===== src/verilog/ooo_settings.svh =====
`ifndef OOO_SETTINGS_SVH
`define OOO_SETTINGS_SVH

// Core sizing
`define OOO_XLEN        32              // Data path width
`define OOO_ROB_DEPTH   8               // ROB entries, power of two

// Execution unit timing
`define OOO_MUL_STAGES  2               // Integer unit latency in cycles
`define OOO_INT_QDEPTH  2               // Integer result queue entries
`define OOO_DIV_CYCLES  `OOO_XLEN       // One quotient bit per cycle

`endif


===== src/verilog/ooo_pkg.sv =====
`include "ooo_settings.svh"

package ooo_pkg;

    typedef logic [$clog2(`OOO_ROB_DEPTH)-1:0] tag_t;   // ROB index

    typedef enum logic [2:0] {
        OP_ADD = 3'd0,
        OP_SUB = 3'd1,
        OP_AND = 3'd2,
        OP_OR  = 3'd3,
        OP_XOR = 3'd4,
        OP_MUL = 3'd5,
        OP_DIV = 3'd6                   // Only op routed to divider
    } op_e;

    typedef struct packed {
        op_e                  op;
        logic [`OOO_XLEN-1:0] a;
        logic [`OOO_XLEN-1:0] b;
        logic [4:0]           dest;     // Architectural dest reg
    } disp_t;

    typedef struct packed {
        logic                 valid;    // One-cycle issue pulse
        tag_t                 tag;
        op_e                  op;
        logic [`OOO_XLEN-1:0] a;
        logic [`OOO_XLEN-1:0] b;
    } issue_t;

    typedef struct packed {
        logic                 valid;
        tag_t                 tag;
        logic [`OOO_XLEN-1:0] value;
    } cdb_t;

    typedef struct packed {
        logic                 valid;
        tag_t                 tag;
        logic [4:0]           dest;
        logic [`OOO_XLEN-1:0] value;
    } commit_t;

endpackage


===== src/verilog/cdb_arbiter.sv =====
module cdb_arbiter import ooo_pkg::*; #(
    parameter type payload_t = cdb_t
) (
    input  logic     clk,
    input  logic     rst,
    input  logic     [1:0] req,                     // 0 int, 1 div
    input  payload_t res_int,
    input  payload_t res_div,
    output logic     [1:0] ack,
    output payload_t cdb
);
    logic [1:0] pend;                               // Requests not yet acked
    logic [1:0] grant;
    logic       last;                               // Previous winner

    assign pend = req & ~ack;

    // One handshake in flight at a time on the shared bus
    always_comb begin
        grant = 2'b00;
        if (ack == 2'b00) begin
            if (pend == 2'b11)
                grant = last ? 2'b01 : 2'b10;       // Favour the other unit
            else
                grant = pend;
        end
    end

    always_ff @(posedge clk or posedge rst) begin
        if (rst) begin
            ack  <= 2'b00;
            last <= 1'b0;
            cdb  <= '0;
        end else begin
            ack <= (ack & req) | grant;             // Release once req drops
            if (grant[0])
                cdb <= res_int;
            else if (grant[1])
                cdb <= res_div;
            else
                cdb <= '0;                          // Bus idle, valid low
            if (|grant)
                last <= grant[1];
        end
    end

    a_ack_onehot: assert property (@(posedge clk) disable iff (rst)
        $onehot0(ack));

endmodule


===== src/verilog/div_exec.sv =====
`include "ooo_settings.svh"

module div_exec import ooo_pkg::*; (
    input  logic   clk,
    input  logic   rst,
    input  issue_t issue,
    input  logic   ack,
    output logic   busy,
    output logic   req,
    output cdb_t   res
);
    localparam int XLEN = `OOO_XLEN;
    localparam int N    = `OOO_DIV_CYCLES;
    localparam int CW   = $clog2(N + 1);

    logic            running;                       // Iterating
    logic [CW-1:0]   cnt;                           // Quotient bits left
    tag_t            tag_q;
    logic [XLEN-1:0] divisor;
    logic [XLEN-1:0] rem;                           // Partial remainder
    logic [XLEN-1:0] quo;                           // Dividend shifts out, quotient in
    logic [XLEN:0]   shifted, rem_next;
    logic            take;

    // Restoring step, bring in next dividend bit
    assign shifted  = {rem, quo[XLEN-1]};
    assign take     = shifted >= {1'b0, divisor};   // Zero divisor always takes
    assign rem_next = take ? (shifted - {1'b0, divisor}) : shifted;

    assign busy = running || req;                   // Held until result acked
    assign res  = '{valid: req, tag: tag_q, value: quo};

    always_ff @(posedge clk) begin
        if (issue.valid) begin
            tag_q   <= issue.tag;
            divisor <= issue.b;
            quo     <= issue.a;
            rem     <= '0;
        end else if (running) begin
            rem <= rem_next[XLEN-1:0];
            quo <= {quo[XLEN-2:0], take};           // All ones when divisor is 0
        end
    end

    always_ff @(posedge clk or posedge rst) begin
        if (rst) begin
            running <= 1'b0;
            cnt     <= '0;
            req     <= 1'b0;
        end else begin
            if (issue.valid) begin
                running <= 1'b1;
                cnt     <= CW'(N);
            end else if (running) begin
                cnt <= cnt - 1'b1;
                if (cnt == CW'(1)) begin
                    running <= 1'b0;                // Last bit lands this edge
                    req     <= 1'b1;
                end
            end
            if (req && ack)
                req <= 1'b0;                        // Result on bus
        end
    end

    // ROB must honour busy across the registered issue path
    a_no_issue_busy: assert property (@(posedge clk) disable iff (rst)
        issue.valid |-> !busy);

endmodule


===== src/verilog/int_exec.sv =====
`include "ooo_settings.svh"

module int_exec import ooo_pkg::*; (
    input  logic   clk,
    input  logic   rst,
    input  issue_t issue,
    input  logic   ack,
    output logic   busy,
    output logic   req,
    output cdb_t   res
);
    localparam int XLEN = `OOO_XLEN;
    localparam int H    = XLEN / 2;                 // Multiplier split point
    localparam int QD   = `OOO_INT_QDEPTH;
    localparam int PW   = (QD > 1) ? $clog2(QD) : 1;
    localparam int CW   = $clog2(QD + 1);

    logic            s1_valid;                      // Stage 1 occupied
    tag_t            s1_tag;
    logic            s1_is_mul;
    logic [XLEN-1:0] s1_alu, s1_plo, s1_phi;        // ALU result, partial products
    logic [XLEN-1:0] b_lo, b_hi, alu_val, s2_value;
    logic            q_push, q_pop;
    logic [PW-1:0]   q_wr, q_rd;
    logic [CW-1:0]   q_count;
    tag_t            q_tag   [QD];
    logic [XLEN-1:0] q_value [QD];

    assign b_lo = {{(XLEN-H){1'b0}}, issue.b[H-1:0]};
    assign b_hi = {{H{1'b0}}, issue.b[XLEN-1:H]};

    always_comb begin
        case (issue.op)
            OP_ADD:  alu_val = issue.a + issue.b;
            OP_SUB:  alu_val = issue.a - issue.b;
            OP_AND:  alu_val = issue.a & issue.b;
            OP_OR:   alu_val = issue.a | issue.b;
            OP_XOR:  alu_val = issue.a ^ issue.b;
            default: alu_val = '0;                  // Div never routed here
        endcase
    end

    // Second stage folds the upper partial product back in
    assign s2_value = s1_is_mul ? (s1_plo + (s1_phi << H)) : s1_alu;
    assign q_push   = s1_valid;
    assign q_pop    = req && ack;                   // Result taken by arbiter
    assign busy     = (int'(q_count) + int'(s1_valid) + int'(issue.valid)) >= QD;
    assign res      = '{valid: req, tag: q_tag[q_rd], value: q_value[q_rd]};

    always_ff @(posedge clk) begin
        s1_tag    <= issue.tag;
        s1_is_mul <= (issue.op == OP_MUL);
        s1_alu    <= alu_val;
        s1_plo    <= issue.a * b_lo;                // Low half product
        s1_phi    <= issue.a * b_hi;                // High half, wraps on shift
        if (q_push) begin
            q_tag[q_wr]   <= s1_tag;
            q_value[q_wr] <= s2_value;
        end
    end

    always_ff @(posedge clk or posedge rst) begin
        if (rst) begin
            s1_valid <= 1'b0;
            q_wr     <= '0;
            q_rd     <= '0;
            q_count  <= '0;
            req      <= 1'b0;
        end else begin
            s1_valid <= issue.valid;
            if (q_push)
                q_wr <= (q_wr == PW'(QD - 1)) ? '0 : q_wr + 1'b1;
            if (q_pop)
                q_rd <= (q_rd == PW'(QD - 1)) ? '0 : q_rd + 1'b1;
            q_count <= q_count + CW'(q_push) - CW'(q_pop);
            if (q_pop)
                req <= 1'b0;                        // Phase 3, drop request
            else if (!req && !ack && q_count != '0)
                req <= 1'b1;                        // Previous ack released
        end
    end

    a_no_overflow: assert property (@(posedge clk) disable iff (rst)
        q_push |-> (int'(q_count) < QD) || q_pop);

endmodule


===== src/verilog/ooo_core_top.sv =====
module ooo_core_top import ooo_pkg::*; (
    input  logic    clk,
    input  logic    rst,
    input  logic    disp_req,
    input  disp_t   disp,
    output logic    disp_ack,
    output commit_t commit
);
    issue_t     int_issue, div_issue;               // ROB to units
    logic       int_busy, div_busy;
    logic       int_req, div_req;                   // Units to arbiter
    cdb_t       int_res, div_res;
    logic [1:0] arb_ack;                            // Bit 0 int, bit 1 div
    cdb_t       cdb;                                // Shared result bus

    reorder_buffer i_reorder_buffer (
        .clk       (clk),
        .rst       (rst),
        .disp_req  (disp_req),
        .disp      (disp),
        .int_busy  (int_busy),
        .div_busy  (div_busy),
        .cdb       (cdb),
        .disp_ack  (disp_ack),
        .int_issue (int_issue),
        .div_issue (div_issue),
        .commit    (commit)
    );

    int_exec i_int_exec (
        .clk   (clk),
        .rst   (rst),
        .issue (int_issue),
        .ack   (arb_ack[0]),
        .busy  (int_busy),
        .req   (int_req),
        .res   (int_res)
    );

    div_exec i_div_exec (
        .clk   (clk),
        .rst   (rst),
        .issue (div_issue),
        .ack   (arb_ack[1]),
        .busy  (div_busy),
        .req   (div_req),
        .res   (div_res)
    );

    cdb_arbiter #(.payload_t(cdb_t)) i_cdb_arbiter (
        .clk     (clk),
        .rst     (rst),
        .req     ({div_req, int_req}),
        .res_int (int_res),
        .res_div (div_res),
        .ack     (arb_ack),
        .cdb     (cdb)
    );

endmodule


===== src/verilog/reorder_buffer.sv =====
`include "ooo_settings.svh"

module reorder_buffer import ooo_pkg::*; (
    input  logic    clk,
    input  logic    rst,
    input  logic    disp_req,
    input  disp_t   disp,
    input  logic    int_busy,
    input  logic    div_busy,
    input  cdb_t    cdb,
    output logic    disp_ack,
    output issue_t  int_issue,
    output issue_t  div_issue,
    output commit_t commit
);
    localparam int DEPTH = `OOO_ROB_DEPTH;
    localparam int CW    = $clog2(DEPTH) + 1;

    logic [DEPTH-1:0]     ent_valid;                // Allocated
    logic [DEPTH-1:0]     ent_ready;                // Result written
    logic [4:0]           ent_dest  [DEPTH];
    logic [`OOO_XLEN-1:0] ent_value [DEPTH];
    tag_t                 head;                     // Oldest entry
    tag_t                 tail;                     // Next free slot
    logic [CW-1:0]        count;
    logic                 to_div;
    logic                 tgt_busy;
    logic                 accept;
    logic                 retire;

    assign to_div   = (disp.op == OP_DIV);
    assign tgt_busy = to_div ? div_busy : int_busy;
    assign accept   = disp_req && !disp_ack && (count != CW'(DEPTH)) && !tgt_busy;
    assign retire   = ent_valid[head] && ent_ready[head];   // In-order only

    // Entry payload
    always_ff @(posedge clk) begin
        if (accept)
            ent_dest[tail] <= disp.dest;
        if (cdb.valid)
            ent_value[cdb.tag] <= cdb.value;        // Writeback by tag
    end

    always_ff @(posedge clk or posedge rst) begin
        if (rst) begin
            ent_valid       <= '0;
            ent_ready       <= '0;
            head            <= '0;
            tail            <= '0;
            count           <= '0;
            disp_ack        <= 1'b0;
            int_issue.valid <= 1'b0;
            div_issue.valid <= 1'b0;
            commit.valid    <= 1'b0;
        end else begin
            // Dispatch handshake
            if (accept)
                disp_ack <= 1'b1;
            else if (!disp_req)
                disp_ack <= 1'b0;                   // Four-phase return to zero

            if (accept) begin
                ent_valid[tail] <= 1'b1;
                ent_ready[tail] <= 1'b0;
                tail            <= tail + 1'b1;     // Wraps, depth is 2^n
            end

            // Issue routing, pulse for one cycle
            int_issue.valid <= accept && !to_div;
            div_issue.valid <= accept && to_div;
            if (accept) begin
                int_issue.tag <= tail;
                int_issue.op  <= disp.op;
                int_issue.a   <= disp.a;
                int_issue.b   <= disp.b;
                div_issue.tag <= tail;
                div_issue.op  <= disp.op;
                div_issue.a   <= disp.a;
                div_issue.b   <= disp.b;
            end

            if (cdb.valid)
                ent_ready[cdb.tag] <= 1'b1;

            // Retire from head
            commit.valid <= retire;
            if (retire) begin
                commit.tag      <= head;
                commit.dest     <= ent_dest[head];
                commit.value    <= ent_value[head];
                ent_valid[head] <= 1'b0;
                ent_ready[head] <= 1'b0;
                head            <= head + 1'b1;
            end

            count <= count + CW'(accept) - CW'(retire);
        end
    end

    // Result must belong to an instruction still in flight
    a_cdb_live: assert property (@(posedge clk) disable iff (rst)
        cdb.valid |-> ent_valid[cdb.tag]);
    a_count_max: assert property (@(posedge clk) disable iff (rst)
        count <= CW'(DEPTH));

endmodule

===== config.mk =====
export PLATFORM = sky130hd
export DESIGN_NAME = ooo_core_top
export DESIGN_NICKNAME = d
export VERILOG_FILES = /design/src/verilog/ooo_pkg.sv /design/src/verilog/cdb_arbiter.sv /design/src/verilog/div_exec.sv /design/src/verilog/int_exec.sv /design/src/verilog/ooo_core_top.sv /design/src/verilog/reorder_buffer.sv
export VERILOG_INCLUDE_DIRS = /design/src /design/src/verilog
export SDC_FILE = /design/constraint.sdc
export NUM_CORES = 2
export LEC_CHECK = 0
export BUFFER_PORTS_ARGS = -buffer_cell sky130_fd_sc_hd__buf_4
export CORE_MARGIN = 2
export CORE_UTILIZATION = 58
export DETAILED_ROUTE_END_ITERATION = 8
export PLACE_DENSITY = 0.75
export RECOVER_POWER = 100
export SLEW_MARGIN = 20
export SYNTH_ARGS = -nofsm -noshare
export SYNTH_HDL_FRONTEND = slang
export SYNTH_SLANG_ARGS = --single-unit

===== constraint.sdc =====
create_clock -name clk -period 5.9 [get_ports clk]
set_input_delay 1.18 -clock clk [delete_from_list [all_inputs] [get_ports clk]]
set_output_delay 1.18 -clock clk [all_outputs]
set_load 0.1 [all_outputs]

Word-level counts from Yosys, hierarchy flattened
Memories as Yosys holds them, arrays and structs flattened. A register that Yosys moved wholly into a read port is not among the register bits.
Cells that the tools add are included.
{"block": "word_totals", "ff_bits": 339, "ramBits": 366, "inputBits": 75, "output_inout_bits": 42, "word_cells": 168, "memories": 4}
{"block": "classes", "n_addsub": 15, "n_mul": 2, "order_cmp": 8, "eq_ne": 11, "n_mux": 47, "bitwise_logic": 15, "reduce_logical": 30}
{"name": "i_reorder_buffer.ent_value", "words": 8, "word_bits": 32, "rd": 1, "rd_clocked_by_memory_dff": 1, "wr": 1, "line": "reorder_buffer.sv:22", "rtl": "logic [`OOO_XLEN-1:0] ent_value [DEPTH];"}
{"name": "i_int_exec.q_value", "words": 2, "word_bits": 32, "rd": 1, "rd_clocked_by_memory_dff": 0, "wr": 1, "line": "int_exec.sv:27", "rtl": "logic [XLEN-1:0] q_value [QD];"}
{"name": "i_reorder_buffer.ent_dest", "words": 8, "word_bits": 5, "rd": 1, "rd_clocked_by_memory_dff": 1, "wr": 1, "line": "reorder_buffer.sv:21", "rtl": "logic [4:0] ent_dest [DEPTH];"}
{"name": "i_int_exec.q_tag", "words": 2, "word_bits": 3, "rd": 1, "rd_clocked_by_memory_dff": 0, "wr": 1, "line": "int_exec.sv:26", "rtl": "tag_t q_tag [QD];"}
{"cell": "$pmux 32 s5", "count": 1}
{"cell": "$mux 32", "count": 4}
{"cell": "$mux 36", "count": 2}
{"cell": "$add 32x32->32", "count": 2}
{"cell": "$sub 32x32->32", "count": 2}
{"cell": "$mux 8", "count": 5}
{"cell": "$ge 33x32->1", "count": 1}
{"cell": "$add 32x2->32", "count": 1}
{"cell": "$and 32x32->32", "count": 1}
{"cell": "$ge 32x3->1 const B", "count": 1}
{"cell": "$mul 32x16->16", "count": 1}
{"cell": "$mul 32x16->32", "count": 1}
{"cell": "$or 32x32->32", "count": 1}
{"cell": "$xor 32x32->32", "count": 1}
{"cell": "$mux 1", "count": 25}
{"cell": "$and 8x8->8", "count": 3}
{"cell": "$not 8->8", "count": 2}
{"cell": "$or 8x8->8", "count": 2}
{"cell": "$logic_and 1x1->1", "count": 13}
{"cell": "$lt 3x4->1 const B", "count": 3}
{"cell": "$mux 6", "count": 2}
{"cell": "$reduce_bool 2->1", "count": 5}
{"cell": "$demux 1 s3", "count": 3}
{"cell": "$eq 3x3->1 const B", "count": 3}
{"cell": "28 further kinds", "count": 43}

Longest topological paths before layout
{"block": "depth", "depth_word": 11, "depth_mapped": 25, "ltp_nobuf": 23}

Hierarchy
Synthesis repeated with hierarchy kept, for this count alone.
{"block": "hier_totals", "cells_unflattened": 4425, "hier_area_um2": 48967.0}
{"module": "int_exec", "n_inst": 1, "cells_per_inst": 2725, "area_per_inst_um2": 24457.2, "seq_area_each_um2": 3933.8}
{"module": "reorder_buffer", "n_inst": 1, "cells_per_inst": 1003, "area_per_inst_um2": 16813.6, "seq_area_each_um2": 12942.4}
{"module": "div_exec", "n_inst": 1, "cells_per_inst": 604, "area_per_inst_um2": 6249.7, "seq_area_each_um2": 2852.7}
{"module": "cdb_arbiter", "n_inst": 1, "cells_per_inst": 93, "area_per_inst_um2": 1446.4, "seq_area_each_um2": 975.9}

Least setup slack after synthesis
Ideal clock, no wire load.
{"block": "synth_path", "path_kind": "register -> register", "start": "reg, netlist name i_reorder_buffer.int_issue[5]", "end": "reg i_int_exec.s1_plo[29]", "setup_ns": 0.072, "t_arrival_ns": 6.429, "t_required_ns": 5.828, "path_slack_ns": -0.601, "stages_incl_launch_ff": 26, "n_path_buf": 3, "period_less_slack_ns": 6.501, "cell_sequence": "edfxtp_1 clkbuf_1 inv_1 clkbuf_1 clkbuf_1 nor2_1 fa_1 inv_1 fa_1 fa_1 inv_1 fa_1 fa_1 inv_1 fa_1 inv_1 ha_1 nand2_1 a2bb2oi_1 o311a_1 o21ai_1 a311oi_1 o22a_1 nor3_1 a211oi_1 xnor2_1"}
{"block": "synth_via", "elab_chain_cells": 1}
{"element": "$mul 32x16->32", "line": "int_exec.sv:54", "rtl": "s1_plo <= issue.a * b_lo;"}
{"element": "end signal: assignment", "line": "int_exec.sv:54"}
{"element": "end: declaration", "line": "int_exec.sv:21", "rtl": "logic [XLEN-1:0] s1_alu, s1_plo, s1_phi;"}
Every way passes these cells.
A chain may end at the register's enable or synchronous reset.

Final worst setup path
{"block": "layout_path", "start": "reg, netlist name i_reorder_buffer.int_issue[5]", "end": "reg i_int_exec.s1_plo[31]"}
{"block": "layout_via", "elab_chain_cells": 1}
{"element": "$mul 32x16->32", "line": "int_exec.sv:54"}
Every way passes these cells.

==> reports/qor.yml <==
postSynthCellCount: 4333
die_y_um: 291
ctsHtreeMaxLevel: 3
cp_data_required_time_ns: 6.47
place_area_um2: 51600
fin_ws_ns: 0.0170
slew_headroom_pct: 29.4
firstDrtPassIters: 6
vias_per_cell: 5.97
drive_gt1_share_pct: 16.2
clkLatencyLatePin_ns: 0.66
netlist_area_um2: 47800
wl_per_cell_um: 24.4
setup_viol: 0
cp_top_family: "adder cells"
fmax_mhz: 170
grt_use_met2_pct: 53.4
die_area_um2: 84700
hold_depth: 0
maxSlewViolCount: 0
hold_viol: 0
route.antenna.remaining_nets: 0
numCtsBuffers: 78
design_area_um2: 54900
reg2reg_from: "i_reorder_buffer.int_issue[5]"
cpPeakStageDelay_ns: 0.54
grt_pass1_vias: 35300
wl_mm: 140
cts_sinks: 742
grt_start_max_net_pins: 62
ys_seq_elements: 742
place_congestion: 1.02
synth-edff-count: 543
clock-root-buffer: "clkbuf_16"
fin_crit_ns: 5.88
top_usage_layer: "met2"
cp_common_cell: "fa_1"
clock_skew_ns: 0.0394
syn-num-nets: 5067
track_usage_pct: 33.4
worst_pin_slew_ns: 1.06
yosysSeqAreaShare_pct: 43.3
grt_util_met1_pct: 42.5
cts-hold-fix-buffers: 0
cp_slowest_cell: "fa_1"
rr_worst_depth: 22
die_w_um: 291
status: "finished clean"
cp-startpoint: "i_reorder_buffer.int_issue[5]"
place_hpwl_mm: 103
overflow: 0
cp-start-kind: "register"
worstPathCellList: "inv_4 > buf_6 > nor2_2 > fa_1 > inv_2 > fa_1 > fa_1 > inv_1 > fa_1 > fa_1 > inv_2 > fa_1 > inv_2 > ha_4 > nand4_1 > o311a_1 > o21ai_2 > a311oi_2 > o22a_2 > a31o_4 > o21ai_2 > xnor2_1"
async_flop_share_pct: 11.2
start_util_pct: 58.4
crit_fanout: 4
dpl.cell_count: 5579
max_cap_violations: 0
cp.buffers_inverters: 6
post-place-ws_ns: -0.0304
cts_tree: "built"
route.detailed.drc: 0
rsz0062_at_grt: "yes"
hp-class: "reg2reg"
ys.flop_type: "edfxtp_1"
grtUsageMet3_pct: 6.39
synth_cell_types: 81
tns_ns: 0
critPathKind: "reg2reg"
fin_crit_sh_pct: 99.7
cp.depth: 22
yosys_warnings: 0
place.port_buffers: 116
core_area_um2: 81800
drt_iter0_markers: 3526
fin_cells: 5761
syn_to_final_growth_pct: 14.9
antenna_found_initial: 5
min_from: "i_reorder_buffer.int_issue[70]"
io_pins: 117
cts_buffer_depth: 3
crit_arrival_ns: 6.46
postSynthAreaPerCell_um2: 11.0
cts.reportedPaths.clkPinSlew_ns: 0.06
end_kind: "register"
rows: 105
vias: 34400
fin_nets: 5357
grt_pass1_wl_mm: 211
-- repair_timing --
item                       in CTS  in global routing
resized for setup               7                 66
pin swaps                       0                 45
buffers inserted                4                 28
cloned                          0                  1
setup endpoints to repair       4                 13
-- registers in the layout, summed over array words and instances, names as in the netlist, 3 cells and up --
| signal | cells |
|---|---|
| i_int_exec.s1_phi | 16 |
| i_cdb_arbiter.cdb | 36 |
| i_reorder_buffer.head | 3 |
| i_reorder_buffer.count | 4 |
| i_div_exec.rem | 32 |
| i_reorder_buffer.ent_value | 256 |
| i_int_exec.s1_plo | 32 |
| i_reorder_buffer.ent_valid | 8 |
| i_div_exec.cnt | 6 |
| i_int_exec.s1_tag | 3 |
| i_int_exec.s1_alu | 32 |
| i_reorder_buffer.tail | 3 |
| i_div_exec.tag_q | 3 |
| i_div_exec.quo | 32 |
| i_int_exec.q_tag | 6 |
| i_reorder_buffer.ent_ready | 8 |
| i_reorder_buffer.ent_dest | 40 |
| i_int_exec.q_value | 64 |
| i_div_exec.divisor | 32 |
| i_reorder_buffer.commit | 41 |
| i_reorder_buffer.int_issue | 71 |
-- synth_stat cells, drive strengths merged, types with 7 or more instances --
cell / count / share of area (%)
a211o: 7 / 0.13
a211oi: 31 / 0.49
a21o: 41 / 0.64
a21oi: 150 / 1.6
a221o: 9 / 0.19
a221oi: 30 / 0.55
a22oi: 46 / 0.72
a311oi: 13 / 0.26
a31oi: 29 / 0.38
and2: 13 / 0.17
and3: 9 / 0.12
buf: 36 / 0.36
clkbuf: 164 / 1.3
clkinv: 10 / 0.079
dfrtp: 83 / 4.3
dfxtp: 116 / 4.9
edfxtp: 543 / 34
fa: 389 / 16
ha: 270 / 7.1
inv: 616 / 4.8
mux2: 124 / 2.9
mux2i: 101 / 2.1
nand2: 488 / 3.9
nand2b: 18 / 0.24
nand3: 33 / 0.35
nand3b: 11 / 0.17
nand4: 11 / 0.14
nor2: 371 / 2.9
nor2b: 18 / 0.24
nor3: 38 / 0.41
nor4: 10 / 0.16
o211ai: 7 / 0.11
o21a: 26 / 0.41
o21ai: 129 / 1.4
o21bai: 15 / 0.24
o221ai: 21 / 0.38
o22ai: 16 / 0.21
o31a: 7 / 0.13
o31ai: 17 / 0.30
or3: 8 / 0.10
xnor2: 146 / 2.7
xor2: 46 / 0.84
-- placed cells by master, fill, tap and decap left out, drive strengths merged, types with 9 or more instances in the layout --
cell type    n
a311oi      13
xnor2      146
nand3b      11
dfrtp       83
ha         270
fa         389
and3         9
clkbuf     104
nor3        38
a221oi      30
nand2b      18
inv        616
nor2       371
nand4       11
nand2      488
xor2        46
a21o        41
o21ai      129
nor4        10
dfxtp      116
a21oi      150
o21bai      15
a221o        9
a211oi      31
nor2b       18
edfxtp     543
o221ai      21
clkinv      37
o22ai       16
a22oi       46
mux2i      101
and2        13
o31ai       17
buf        409
o21a        26
nand3       33
mux2       124
a31oi       29
-- routing by layer --
metal  wire length (um)  up-vias
li1                   -    15100
met1              52700    17000
met2              65200     1777
met3              12600      513
met4               9790        6
met5                 36        -
-- through the flow --
step / util, % / hold slack (ns)
floorplan: - / 0.343
global placement: 63.1 / 0.389
detailed placement: 63.1 / 0.383
CTS: 66.5 / 0.413
global route: 67.1 / 0.431
finish: 67.1 / 0.416
-- final cells by class --
type                       count  area [um^2]
fill                        6020        26900
multi-input combinational   2765        24200
sequential                   742        20700
timing repair buffer         410         3460
inverter                     626         2370
clock buffer                 103         2190
tap                         1070         1340
clock inverter                43          591
antenna                        2         5.00
-- final timing paths --
check,slack (ns),endpoint
worst min-delay path,0.42,i_int_exec.q_push
worst min register to register,0.42,i_int_exec.q_push
min in group asynchronous,0.62,i_reorder_buffer.count[3]
worst max-delay path,0.02,i_int_exec.s1_plo[31]
worst max register to register,0.02,i_int_exec.s1_plo[31]
max in group asynchronous,4.11,i_int_exec.q_rd
-- logic make-up after synthesis --
kind of cell | count (synthesis) | synth area share (%)
flip-flops | 742 | 43.3
AND/OR/NAND/NOR | 1049 | 9.23
XOR/XNOR | 192 | 3.52
AO/OA/AOI/OAI | 638 | 8.87
buffers and inverters | 826 | 6.57
multiplexers | 227 | 5.13
adder cells (fa/ha/maj) | 659 | 23.4
Power is left out: the tool's default activity adds up to more than one toggle a clock period on the data nets, which glitch-free logic cannot reach.
